[src/mem_hier_params.svh]
`ifndef MEM_HIER_PARAMS_SVH
`define MEM_HIER_PARAMS_SVH

// Word and line geometry.
`define MH_WORD_W 16
`define MH_LINE_WORDS 4
`define MH_LINE_W 64

// Address split, tag above index.
`define MH_TAG_W 8
`define MH_INDEX_W 6

`define MH_MEM_LATENCY 4 // Request accepted to ready pulse.

// Output words while in reset.
`define MH_RESET_INSTR 16'hB0FF
`define MH_RESET_DATA 16'h0000

`endif
[src/mem_hier_pkg.sv]
`default_nettype none
`include "mem_hier_params.svh"

package mem_hier_pkg;

	// Word 0 sits in the low bits.
	typedef logic [`MH_LINE_WORDS-1:0][`MH_WORD_W-1:0] line_t;

	// Controller to main memory.
	typedef struct packed {
		logic                              re;
		logic                              we;
		logic [`MH_TAG_W+`MH_INDEX_W-1:0]  addr;  // Line address.
		line_t                             wdata;
	} mem_req_t;

	// Controller to one cache.
	typedef struct packed {
		logic  we;
		logic  dirty; // Stored with the line.
		line_t line;
	} cache_wr_t;

	typedef enum logic [1:0] {
		IDLE,
		D_WRITEBACK,
		D_FILL,
		I_FILL
	} ctrl_state_e;

endpackage

`default_nettype wire

[src/cache_controller.sv]
`timescale 1ns/1ps
`default_nettype none
`include "mem_hier_params.svh"

module cache_controller (
	input  wire logic                                 clk,
	input  wire logic                                 i_rst,
	input  wire logic                                 i_i_acc,
	input  wire logic [`MH_TAG_W+`MH_INDEX_W+1:0]     i_i_addr,
	input  wire logic                                 i_d_acc,
	input  wire logic                                 i_d_wr,
	input  wire logic [`MH_TAG_W+`MH_INDEX_W+1:0]     i_d_addr,
	input  wire logic [`MH_WORD_W-1:0]                i_wrt_data,
	input  wire logic                                 i_i_hit,
	input  wire logic                                 i_d_hit,
	input  wire logic                                 i_d_dirty,
	input  wire logic [`MH_TAG_W-1:0]                 i_d_tag,
	input  wire mem_hier_pkg::line_t                  i_d_line,
	input  wire mem_hier_pkg::line_t                  i_m_line,
	input  wire logic                                 i_m_rdy,
	output mem_hier_pkg::cache_wr_t                   o_i_wr,
	output mem_hier_pkg::cache_wr_t                   o_d_wr,
	output mem_hier_pkg::mem_req_t                    o_m_req,
	output logic                                      o_stall
);

	localparam int OFF_W   = $clog2(`MH_LINE_WORDS);
	localparam int LADDR_W = `MH_TAG_W + `MH_INDEX_W;

	mem_hier_pkg::ctrl_state_e state_q;
	mem_hier_pkg::ctrl_state_e state_d;

	logic i_miss;
	logic d_miss;

	mem_hier_pkg::line_t hit_merged;
	mem_hier_pkg::line_t fill_merged;

	// Replace one word of a line.
	function automatic mem_hier_pkg::line_t merge_word(
		input mem_hier_pkg::line_t line,
		input logic [OFF_W-1:0]    off,
		input logic [`MH_WORD_W-1:0] word
	);
		mem_hier_pkg::line_t merged;
		merged      = line;
		merged[off] = word;
		return merged;
	endfunction

	assign i_miss = i_i_acc & ~i_i_hit;
	assign d_miss = i_d_acc & ~i_d_hit;

	assign hit_merged  = merge_word(i_d_line, i_d_addr[OFF_W-1:0], i_wrt_data);
	assign fill_merged = merge_word(i_m_line, i_d_addr[OFF_W-1:0], i_wrt_data);

	always_ff @(posedge clk) begin
		if (i_rst) begin
			state_q <= mem_hier_pkg::IDLE;
		end else begin
			state_q <= state_d;
		end
	end

	// Data misses go first.
	always_comb begin
		state_d = state_q;
		case (state_q)
			mem_hier_pkg::IDLE: begin
				if (d_miss) begin
					state_d = i_d_dirty ? mem_hier_pkg::D_WRITEBACK : mem_hier_pkg::D_FILL;
				end else if (i_miss) begin
					state_d = mem_hier_pkg::I_FILL;
				end
			end
			mem_hier_pkg::D_WRITEBACK: begin
				if (i_m_rdy) state_d = mem_hier_pkg::D_FILL;
			end
			mem_hier_pkg::D_FILL: begin
				// Chain straight into a pending instruction miss.
				if (i_m_rdy) state_d = i_miss ? mem_hier_pkg::I_FILL : mem_hier_pkg::IDLE;
			end
			mem_hier_pkg::I_FILL: begin
				if (i_m_rdy) state_d = mem_hier_pkg::IDLE;
			end
			default: state_d = mem_hier_pkg::IDLE;
		endcase
	end

	// Held for the whole phase, addresses come from the held access.
	always_comb begin
		o_m_req = '0;
		case (state_q)
			mem_hier_pkg::D_WRITEBACK: begin
				o_m_req.we    = 1'b1;
				o_m_req.addr  = {i_d_tag, i_d_addr[`MH_INDEX_W+OFF_W-1:OFF_W]}; // Victim line.
				o_m_req.wdata = i_d_line;
			end
			mem_hier_pkg::D_FILL: begin
				o_m_req.re   = 1'b1;
				o_m_req.addr = i_d_addr[LADDR_W+OFF_W-1:OFF_W];
			end
			mem_hier_pkg::I_FILL: begin
				o_m_req.re   = 1'b1;
				o_m_req.addr = i_i_addr[LADDR_W+OFF_W-1:OFF_W];
			end
			default: o_m_req = '0;
		endcase
	end

	always_comb begin
		o_d_wr = '0;
		if (state_q == mem_hier_pkg::D_FILL && i_m_rdy) begin
			o_d_wr.we    = 1'b1;
			o_d_wr.dirty = i_d_wr; // Write miss stores dirty.
			o_d_wr.line  = i_d_wr ? fill_merged : i_m_line;
		end else if (i_d_wr && i_d_hit) begin
			o_d_wr.we    = 1'b1;
			o_d_wr.dirty = 1'b1;
			o_d_wr.line  = hit_merged;
		end
	end

	always_comb begin
		o_i_wr       = '0;
		o_i_wr.we    = (state_q == mem_hier_pkg::I_FILL) && i_m_rdy;
		o_i_wr.line  = i_m_line; // Always clean.
	end

	assign o_stall = ~i_rst & (i_miss | d_miss | (state_q != mem_hier_pkg::IDLE));

endmodule

`default_nettype wire

[config.mk]
export PLATFORM = sky130hd
export DESIGN_NAME = cache_controller
export DESIGN_NICKNAME = d
export VERILOG_FILES = /design/src/mem_hier_pkg.sv /design/src/cache_controller.sv
export VERILOG_INCLUDE_DIRS = /design/src /design/src/src
export SDC_FILE = /design/constraint.sdc
export NUM_CORES = 1
export LEC_CHECK = 0
export BUFFER_PORTS_ARGS = -buffer_cell sky130_fd_sc_hd__buf_4
export CAP_MARGIN = 20
export CORE_AREA = 2 2 159 161
export DETAILED_ROUTE_END_ITERATION = 12
export DIE_AREA = 0 0 161 163
export PLACE_DENSITY = 0.39
export REMOVE_ABC_BUFFERS = 1
export SYNTH_ARGS = -nofsm -noshare
export SYNTH_HDL_FRONTEND = slang
export SYNTH_SLANG_ARGS = --single-unit
[constraint.sdc]
create_clock -name clk -period 1.23 [get_ports clk]
set_input_delay 0 -clock clk [delete_from_list [all_inputs] [get_ports clk]]
set_output_delay 0 -clock clk [all_outputs]
set_load 0.005 [all_outputs]
* Word-level counts from Yosys, hierarchy flattened *
Cells that the tools add are included.

word-level totals
  logic and storage cells = 45
  flip-flop bits (word level) = 2

operators by class
  bitwise logic cells = 8
  reductions and logical operators = 8
  $lt $le $gt $ge = 2
  mux-type cells = 19
  equal/unequal tests = 7

operator list
  cell                  count
  $mux W66              2
  $bwmux W64            2
  $mux W64              2
  $pmux W14 S3          1
  $demux W16 S2         1
  $mux W16              1
  $mux W2               7
  $pmux W2 S4           1
  $ne A2 B2 Y1 const B  3
  $eq A2 B2 Y1 const B  2
  $logic_and A1 B1 Y1   4
  $reduce_and A4 Y1     1
  $and A1 B1 Y1         3
  $lt A2 B3 Y1 const B  1
  $ne A3 B3 Y1 const B  1
  $not A1 Y1            3
  $eq A2 B1 Y1 const B  1
  $ge A2 B1 Y1 const B  1
  $logic_not A2 Y1      1
  $mux W1               2
  $or A1 B1 Y1          2
  $reduce_bool A2 Y1    1
  $reduce_or A2 Y1      1

* Logic depth before layout (Yosys ltp) *
Gate-level depths: netlist (run 1).

  depth in word-level cells = 7
  depth in mapped cells = 6
  gate-level depth less buffers = 3

* Worst setup path before layout (run 1) *
No wires, ideal clock.

  kind = reg2out
  start point = reg state_q[0]
  end point = out o_m_req[64] (netlist bit)
  path buffers = 1
  data required time = 1.230 ns
  stages on the path, launching flop included = 4
  setup slack = 0.044 ns
  arrival = 1.186 ns
  cell sequence = dfxtp_1 -> clkbuf_1 -> mux2_2 -> a22o_1

RTL lines
  what                    line                    text
  from (decl)             cache_controller.sv:30  mem_hier_pkg::ctrl_state_e state_q;
  from (signal assigned)  cache_controller.sv:59  state_q <= mem_hier_pkg::IDLE;
  from (signal assigned)  cache_controller.sv:61  state_q <= state_d;
  to (decl)               cache_controller.sv:23  output mem_hier_pkg::mem_req_t o_m_req,

==> flow_metrics.env, run 1 <==
export IMPL_setup_viol=148
export IMPL_num_rows=58
export IMPL_port_buffers=402
export IMPL_layout_drive_gt1_share_pct=69.82
export IMPL_grt_max_degree=38
export IMPL_finalNetCount=987
export IMPL_dr_total_vias=4835
export IMPL_yosysWarnings=0
export IMPL_area_growth_synth_to_final_pct=122.1
export IMPL_place_hpwl_um=16870
export IMPL_synth_largest_area_cell="mux2i_1"
export IMPL_grt_pass1_wl_um=29550
export IMPL_syn_area_um2=3458
export IMPL_p_switching_w=0.001822
export IMPL_critPathKind="flip-flop to output port"
export IMPL_drt_first_pass_iters=4
export IMPL_clkPwrFrac_pct=10.6
export IMPL_grt_pass1_vias=4698
export IMPL_dieArea_um2=26240
export IMPL_postRouteAntennaNets=0
export IMPL_cp_common_cell="buf_4"
export IMPL_synth_edf_count=0
export IMPL_timing_rr_start="state_q[0]"
export IMPL_avgSynthCellArea_um2=7.789
export IMPL_cpPeakStageDelay_ns=0.32
export IMPL_fillers=2645
export IMPL_reg2reg_depth=5
export IMPL_r2r_end="state_q[1]"
export IMPL_hold_violations=0
export IMPL_wl_per_cell_um=21.80
export IMPL_max_freq_ghz=0.6419
export IMPL_ys_ff_latch=2
export IMPL_htreeDepth=1
export IMPL_slowest_stage="dfxtp_2"
export IMPL_cp_depth=5
export IMPL_largest_reg_flops=2
export IMPL_die_y_um=163
export IMPL_routed_wl_um=24510
export IMPL_internal_power_w=0.002856
export IMPL_crit_chain="nand3b_1 > buf_4 > buf_16 > o22ai_2 > buf_4"
export IMPL_clk_latency_ns=0.22
export IMPL_syn_inst=444
export IMPL_initial_core_util_pct=14.02
export IMPL_ys_flop_type="dfxtp_1"
export IMPL_overflow=0
export IMPL_crit_fanout=28
export IMPL_seq_power_share_pct=1.9
export IMPL_ys_async_sr_fraction_pct=0
export IMPL_cts_made_buffers=3
export IMPL_place_gp_congestion=0.8033
export IMPL_arrival_ns=1.56
export IMPL_via_per_inst=4.302
export IMPL_worst_slack_ns=-0.3279
export IMPL_period_minus_slack_ns=1.558
export IMPL_total_power_w=0.004678
export IMPL_dr_first_iter_drc_count=185
export IMPL_peakVddDrop_mv=0.4240
export IMPL_critPathLaunchType="flip-flop"
export IMPL_ios=406
export IMPL_antenna_found_initial=1
export IMPL_coreArea_um2=24670
export IMPL_drc=0
export IMPL_ys_types=36
export IMPL_powerDensity_nw_per_um2=609.0
export IMPL_status="finished, violations left"
export IMPL_clk_pin_slew_ns=0.03
export IMPL_grt_setup_unrepaired="yes"
export IMPL_ys_top_cells_by_area="mux2i_1, buf_4, and2_1"
export IMPL_swShare_pct=38.95
export IMPL_cts_buffer_depth=2
export IMPL_yosys_area_top_type_share_pct=37.05
export IMPL_cap_viol_max_count=0
export IMPL_crit_family="buffers and inverters"
export IMPL_power_leakage_nw=3.965
export IMPL_place_area_um2=6531
export IMPL_combPwrFrac_pct=87.5
export IMPL_worstSetupEndpointType="output port"
export IMPL_cts_root_buf="clkbuf_16"
export IMPL_crit_end="o_d_wr[60]"
export IMPL_path_buf_inv=3
export IMPL_skew_ns=0.002230
export IMPL_track_usage_pct=14.87
export IMPL_yosysSeqAreaShare_pct=1.158
export IMPL_hp_class="primary input to flip-flop"
export IMPL_violations="setup timing"
export IMPL_finalCritPeriodShare_pct=126.7
export IMPL_utilization_pct=31.14
export IMPL_setup_worst_path_start="state_q[0]"
export IMPL_cts_tree="done"
export IMPL_required_ns=1.23
export IMPL_largest_register="state_q"
export IMPL_slew_viol_final=0
export IMPL_top_regs="state_q: 2 flops"
export IMPL_final_cell_area_um2=7682
export IMPL_die_w_um=161
export IMPL_pre_cts_slack_ns=-0.08783
export IMPL_cts_sinks=2
export IMPL_r2r_slack_ns=-0.05
## placed cells by master (no fill, tap or decap), drive strengths merged
| master | synthesis | routed |
|---|---|---|
| nor2 | 3 | 3 |
| a22o | 14 | 14 |
| inv | 3 | 3 |
| nor2b | 3 | 3 |
| dfxtp | 2 | 2 |
| dlygate4sd3 | 0 | 1 |
| or4b | 1 | 1 |
| o22ai | 64 | 64 |
| conb | 1 | 1 |
| clkbuf | 15 | 15 |
| a221o | 1 | 1 |
| o21bai | 1 | 1 |
| nor3b | 3 | 3 |
| mux2i | 128 | 128 |
| nand3b | 3 | 3 |
| and3 | 1 | 1 |
| o21ai | 1 | 1 |
| nand2 | 3 | 3 |
| and2 | 64 | 64 |
| and2b | 1 | 1 |
| a21boi | 1 | 1 |
| a21oi | 3 | 3 |
| a2111oi | 1 | 1 |
| nand3 | 2 | 2 |
| nand2b | 1 | 1 |
| diode | 0 | 2 |
| nor4 | 1 | 1 |
| mux2 | 14 | 14 |
| buf | 109 | 456 |
## per-layer routing
metal	track usage [%]	vias up	routed length, um	share of wire [%]
met5	0	-	0	0
met4	2.557	0	220	0.90
met3	1.910	10	1629	6.6
met2	28.05	278	12200	50
met1	18.17	2297	10450	43
li1	-	2250	-	-
## per-stage QoR
step	hold WS, ns	TNS (ns)	cells
after floorplan	0	-316.41	320
final	0.1406	-40.03	1124
after CTS	0.1382	-33.32	1099
after global placement	0.1808	-0.3416	1087
after global routing	0.1602	-49.23	1122
after detailed placement	0.1802	-1.640	1087
## cells by family (layout without fill, tap and decap cells)
group | count (synthesis) | count (layout) | share of synthesized area (%)
compound gates | 86 | 86 | 16.68
buf+inv | 127 | 475 | 24.46
flops | 2 | 2 | 1.158
mux | 142 | 142 | 41.61
other cells | 1 | 3 | 0.1084
simple gates | 86 | 86 | 15.99
## worst min-delay path by stage
stage	start	depth (start not counted)	slack, ns	to
after floorplan	i_m_line[0]	0	0	o_i_wr[0]
after global placement	i_m_line[56]	2	0.18	o_i_wr[56]
after detailed placement	i_m_line[56]	2	0.18	o_i_wr[56]
after CTS	i_i_hit	4	0.14	state_q[0]
after global routing	i_m_rdy	4	0.16	state_q[0]
final	i_m_rdy	4	0.14	state_q[0]
## layout make-up
class,instances,area [um2],area share [%]
tap,330,412.9,5.375
inverter,3,11.26,0.1466
antenna,2,5.005,0.06515
clock buffer,3,75.07,0.9772
multi-input combinational,315,3019,39.30
sequential,2,41.29,0.5375
timing repair buffer,469,4118,53.60
## cell usage after synthesis, drive strengths merged (2+ instances only)
cell type	number
a21oi	3
a22o	14
and2	64
buf	109
clkbuf	15
dfxtp	2
inv	3
mux2	14
mux2i	128
nand2	3
nand3	2
nand3b	3
nor2	3
nor2b	3
nor3b	3
o22ai	64
## what timing repair did
item	in CTS	in global routing
gates cloned	1	18
hold endpoints to repair	1	0
setup buffers	7	5
pin swaps	5	7
endpoints found under the setup margin	146	149
hold buffers	1	0
gates resized for setup	41	65
## worst register-to-register path: stages, from the launching register on
cell	delay (ns)
dfxtp_2	0.32
buf_4	0.14
nor2b_4	0.15
clkbuf_16	0.17
a221o_1	0.32
a21oi_2	0.10
## power by group through the flow
| stage | clock network (W) | logic [W] | registers, W |
|---|---|---|---|
| 2_1_floorplan | 0 | 0.00101 | 0.000127 |
| 3_3_place_gp | 0 | 0.00320 | 0.0000850 |
| 3_5_place_dp | 0 | 0.00318 | 0.0000858 |
| 4_1_cts | 0.000499 | 0.00339 | 0.0000871 |
| 5_1_grt | 0.000513 | 0.00433 | 0.0000884 |
| 6_report | 0.000496 | 0.00409 | 0.0000873 |
(Power assumes the default switching activity.)
==> run 2, diff against run 1 <==
Settings changed: CORE_AREA 2 2 159 161 to 2 2 157 159, DIE_AREA 0 0 161 163 to 0 0 159 161.
Clock period 1.23 ns to 1.9 ns, I/O delays scaled along.
==> run 2 against run 1 <==
  * Design area decreased by 17%
  * The flow now finishes without violations
  * Sequential power decreased by 33%
  * Count of clock-buffer cells in the layout unchanged
  * Combinational power decreased by 53%
  * Critical path type unchanged
  * Flip-flop and latch count unchanged
  * Setup slack improved by 0.49 ns
  * Total power decreased by 50%
==> flow_metrics.env, run 2 (same netlist as run 1, synthesis figures left out) <==
export IMPL_status="completed"
export IMPL_cts_buffer_depth=2
export IMPL_critPathLaunchType="flip-flop"
export IMPL_routed_wl_um=20390
export IMPL_required_ns=1.90
export IMPL_finalNetCount=941
export IMPL_gr_usage_met2_pct=26.92
export IMPL_grt_pass1_wl_um=29410
export IMPL_drc=0
export IMPL_hold_violations=0
export IMPL_reg2reg_depth=5
export IMPL_utilization_pct=26.64
export IMPL_worst_slack_ns=0.1598
export IMPL_crit_fanout=34
export IMPL_tns_ns=0
export IMPL_top_regs="state_q: 2 flops"
export IMPL_die_y_um=161
export IMPL_dr_first_iter_drc_count=167
export IMPL_hp_class="primary input to flip-flop"
export IMPL_timing_rr_start="state_q[0]"
export IMPL_peakVddDrop_mv=0.3124
export IMPL_grt_busiest_layer="met2"
export IMPL_critPathKind="flip-flop to output port"
export IMPL_drt_first_pass_iters=4
export IMPL_via_per_inst=4.164
export IMPL_die_w_um=159
export IMPL_skew_ns=0.002933
export IMPL_final_cell_mix="buf_4, mux2i_1, and2_1, o22ai_1"
export IMPL_layout_drive_gt1_share_pct=59.79
export IMPL_wl_per_cell_um=19.06
export IMPL_clk_pin_slew_ns=0.03
export IMPL_cts_made_buffers=3
export IMPL_pre_cts_slack_ns=0.4174
export IMPL_seq_area_um2=40.04
export IMPL_largest_reg_flops=2
export IMPL_grt_max_degree=67
export IMPL_cap_viol_max_count=0
export IMPL_use_met3_pct=1.900
export IMPL_overflow=0
export IMPL_setup_worst_path_start="state_q[1]"
export IMPL_r2r_end="state_q[1]"
export IMPL_r2r_slack_ns=0.49
export IMPL_num_antenna_cells=0
export IMPL_cts_root_buf="clkbuf_16"
export IMPL_dieArea_um2=25600
export IMPL_post_cts_buffers=0
export IMPL_cts_sinks=2
export IMPL_cts_hold_buf=1
export IMPL_crit_end="o_d_wr[63]"
export IMPL_finalCritPeriodShare_pct=91.59
export IMPL_area_growth_synth_to_final_pct=84.59
export IMPL_worstMarginPinSlew_ns=0.5452
export IMPL_slew_viol_final=0
export IMPL_dr_total_vias=4456
export IMPL_num_rows=57
export IMPL_fillers=2694
export IMPL_postRouteAntennaNets=0
export IMPL_arrival_ns=1.74
export IMPL_grt_pass1_vias=4561
export IMPL_max_freq_ghz=0.5746
export IMPL_multi_input_area_um2=2599
export IMPL_powerDensity_nw_per_um2=362.8
export IMPL_period_minus_slack_ns=1.740
export IMPL_coreArea_um2=23960
export IMPL_cts_resized=0
export IMPL_port_buffers=402
export IMPL_worstSetupEndpointType="output port"
export IMPL_place_hpwl_um=16580
export IMPL_clk_latency_ns=0.22
export IMPL_htreeDepth=1
export IMPL_slew_headroom_pct=62.72
export IMPL_grt_setup_unrepaired="no"
export IMPL_largest_register="state_q"
export IMPL_final_common_cell="buf_4"
export IMPL_gr_usage_met1_pct=19.20
export IMPL_cts_tree="done"
export IMPL_antenna_found_initial=0
export IMPL_setup_viol=0
export IMPL_place_gp_congestion=0.7516
export IMPL_initial_core_util_pct=14.43
export IMPL_track_usage_pct=14.74
export IMPL_power_leakage_nw=3.454
export IMPL_ios=406
## run 2: layout make-up
cell class,count,share of cell area (%)
repair buffers,423,50.96
multi-input cells,315,40.71
well taps,324,6.350
clock buffers,3,1.176
flip-flops and latches,2,0.6272
inverters,3,0.1764
## run 2: worst min-delay path by stage
stage	start	endpoint	slack, ns	cells after the start
final	i_i_hit	state_q[0]	0.12	4
after global routing	i_i_hit	state_q[0]	0.15	4
after CTS	i_i_hit	state_q[0]	0.11	4
after detailed placement	i_m_line[53]	o_i_wr[53]	0.18	2
after global placement	i_m_line[53]	o_i_wr[53]	0.18	2
after floorplan	i_m_line[0]	o_i_wr[0]	0	0
## run 2: routing by layer
layer  vias to the layer above  part of all wire, %
li1                       2149                    -
met1                      2101                   44
met2                       198                   51
met3                         8                  5.2
met4                         0                 0.67
met5                         -                    0
## run 2: report_power, final
group           total, W  switching [W]  internal (W)
clock           0.000314      0.0000463      0.000268
combinational    0.00194       0.000844       0.00110
sequential     0.0000581     0.00000881     0.0000493
total            0.00232       0.000899       0.00142
## run 2: per-stage QoR
step           std cells  hold slack [ns]  area (um2)   power, W
2_1_floorplan        320                0        2624  0.0007332
5_1_grt             1070           0.1495        6384   0.002483
6_report            1070           0.1186        6384   0.002316
4_1_cts             1070           0.1149        6384   0.002355
3_5_place_dp        1066           0.1790        6299   0.002027
3_3_place_gp        1066           0.1800        6299   0.002037
## run 2: worst max-delay path, stage by stage, from the launching register on
cell      delay (ns)
dfxtp_1         0.47
nand3b_1        0.20
nand3_2         0.13
buf_4           0.37
o22ai_1         0.15
buf_4           0.16
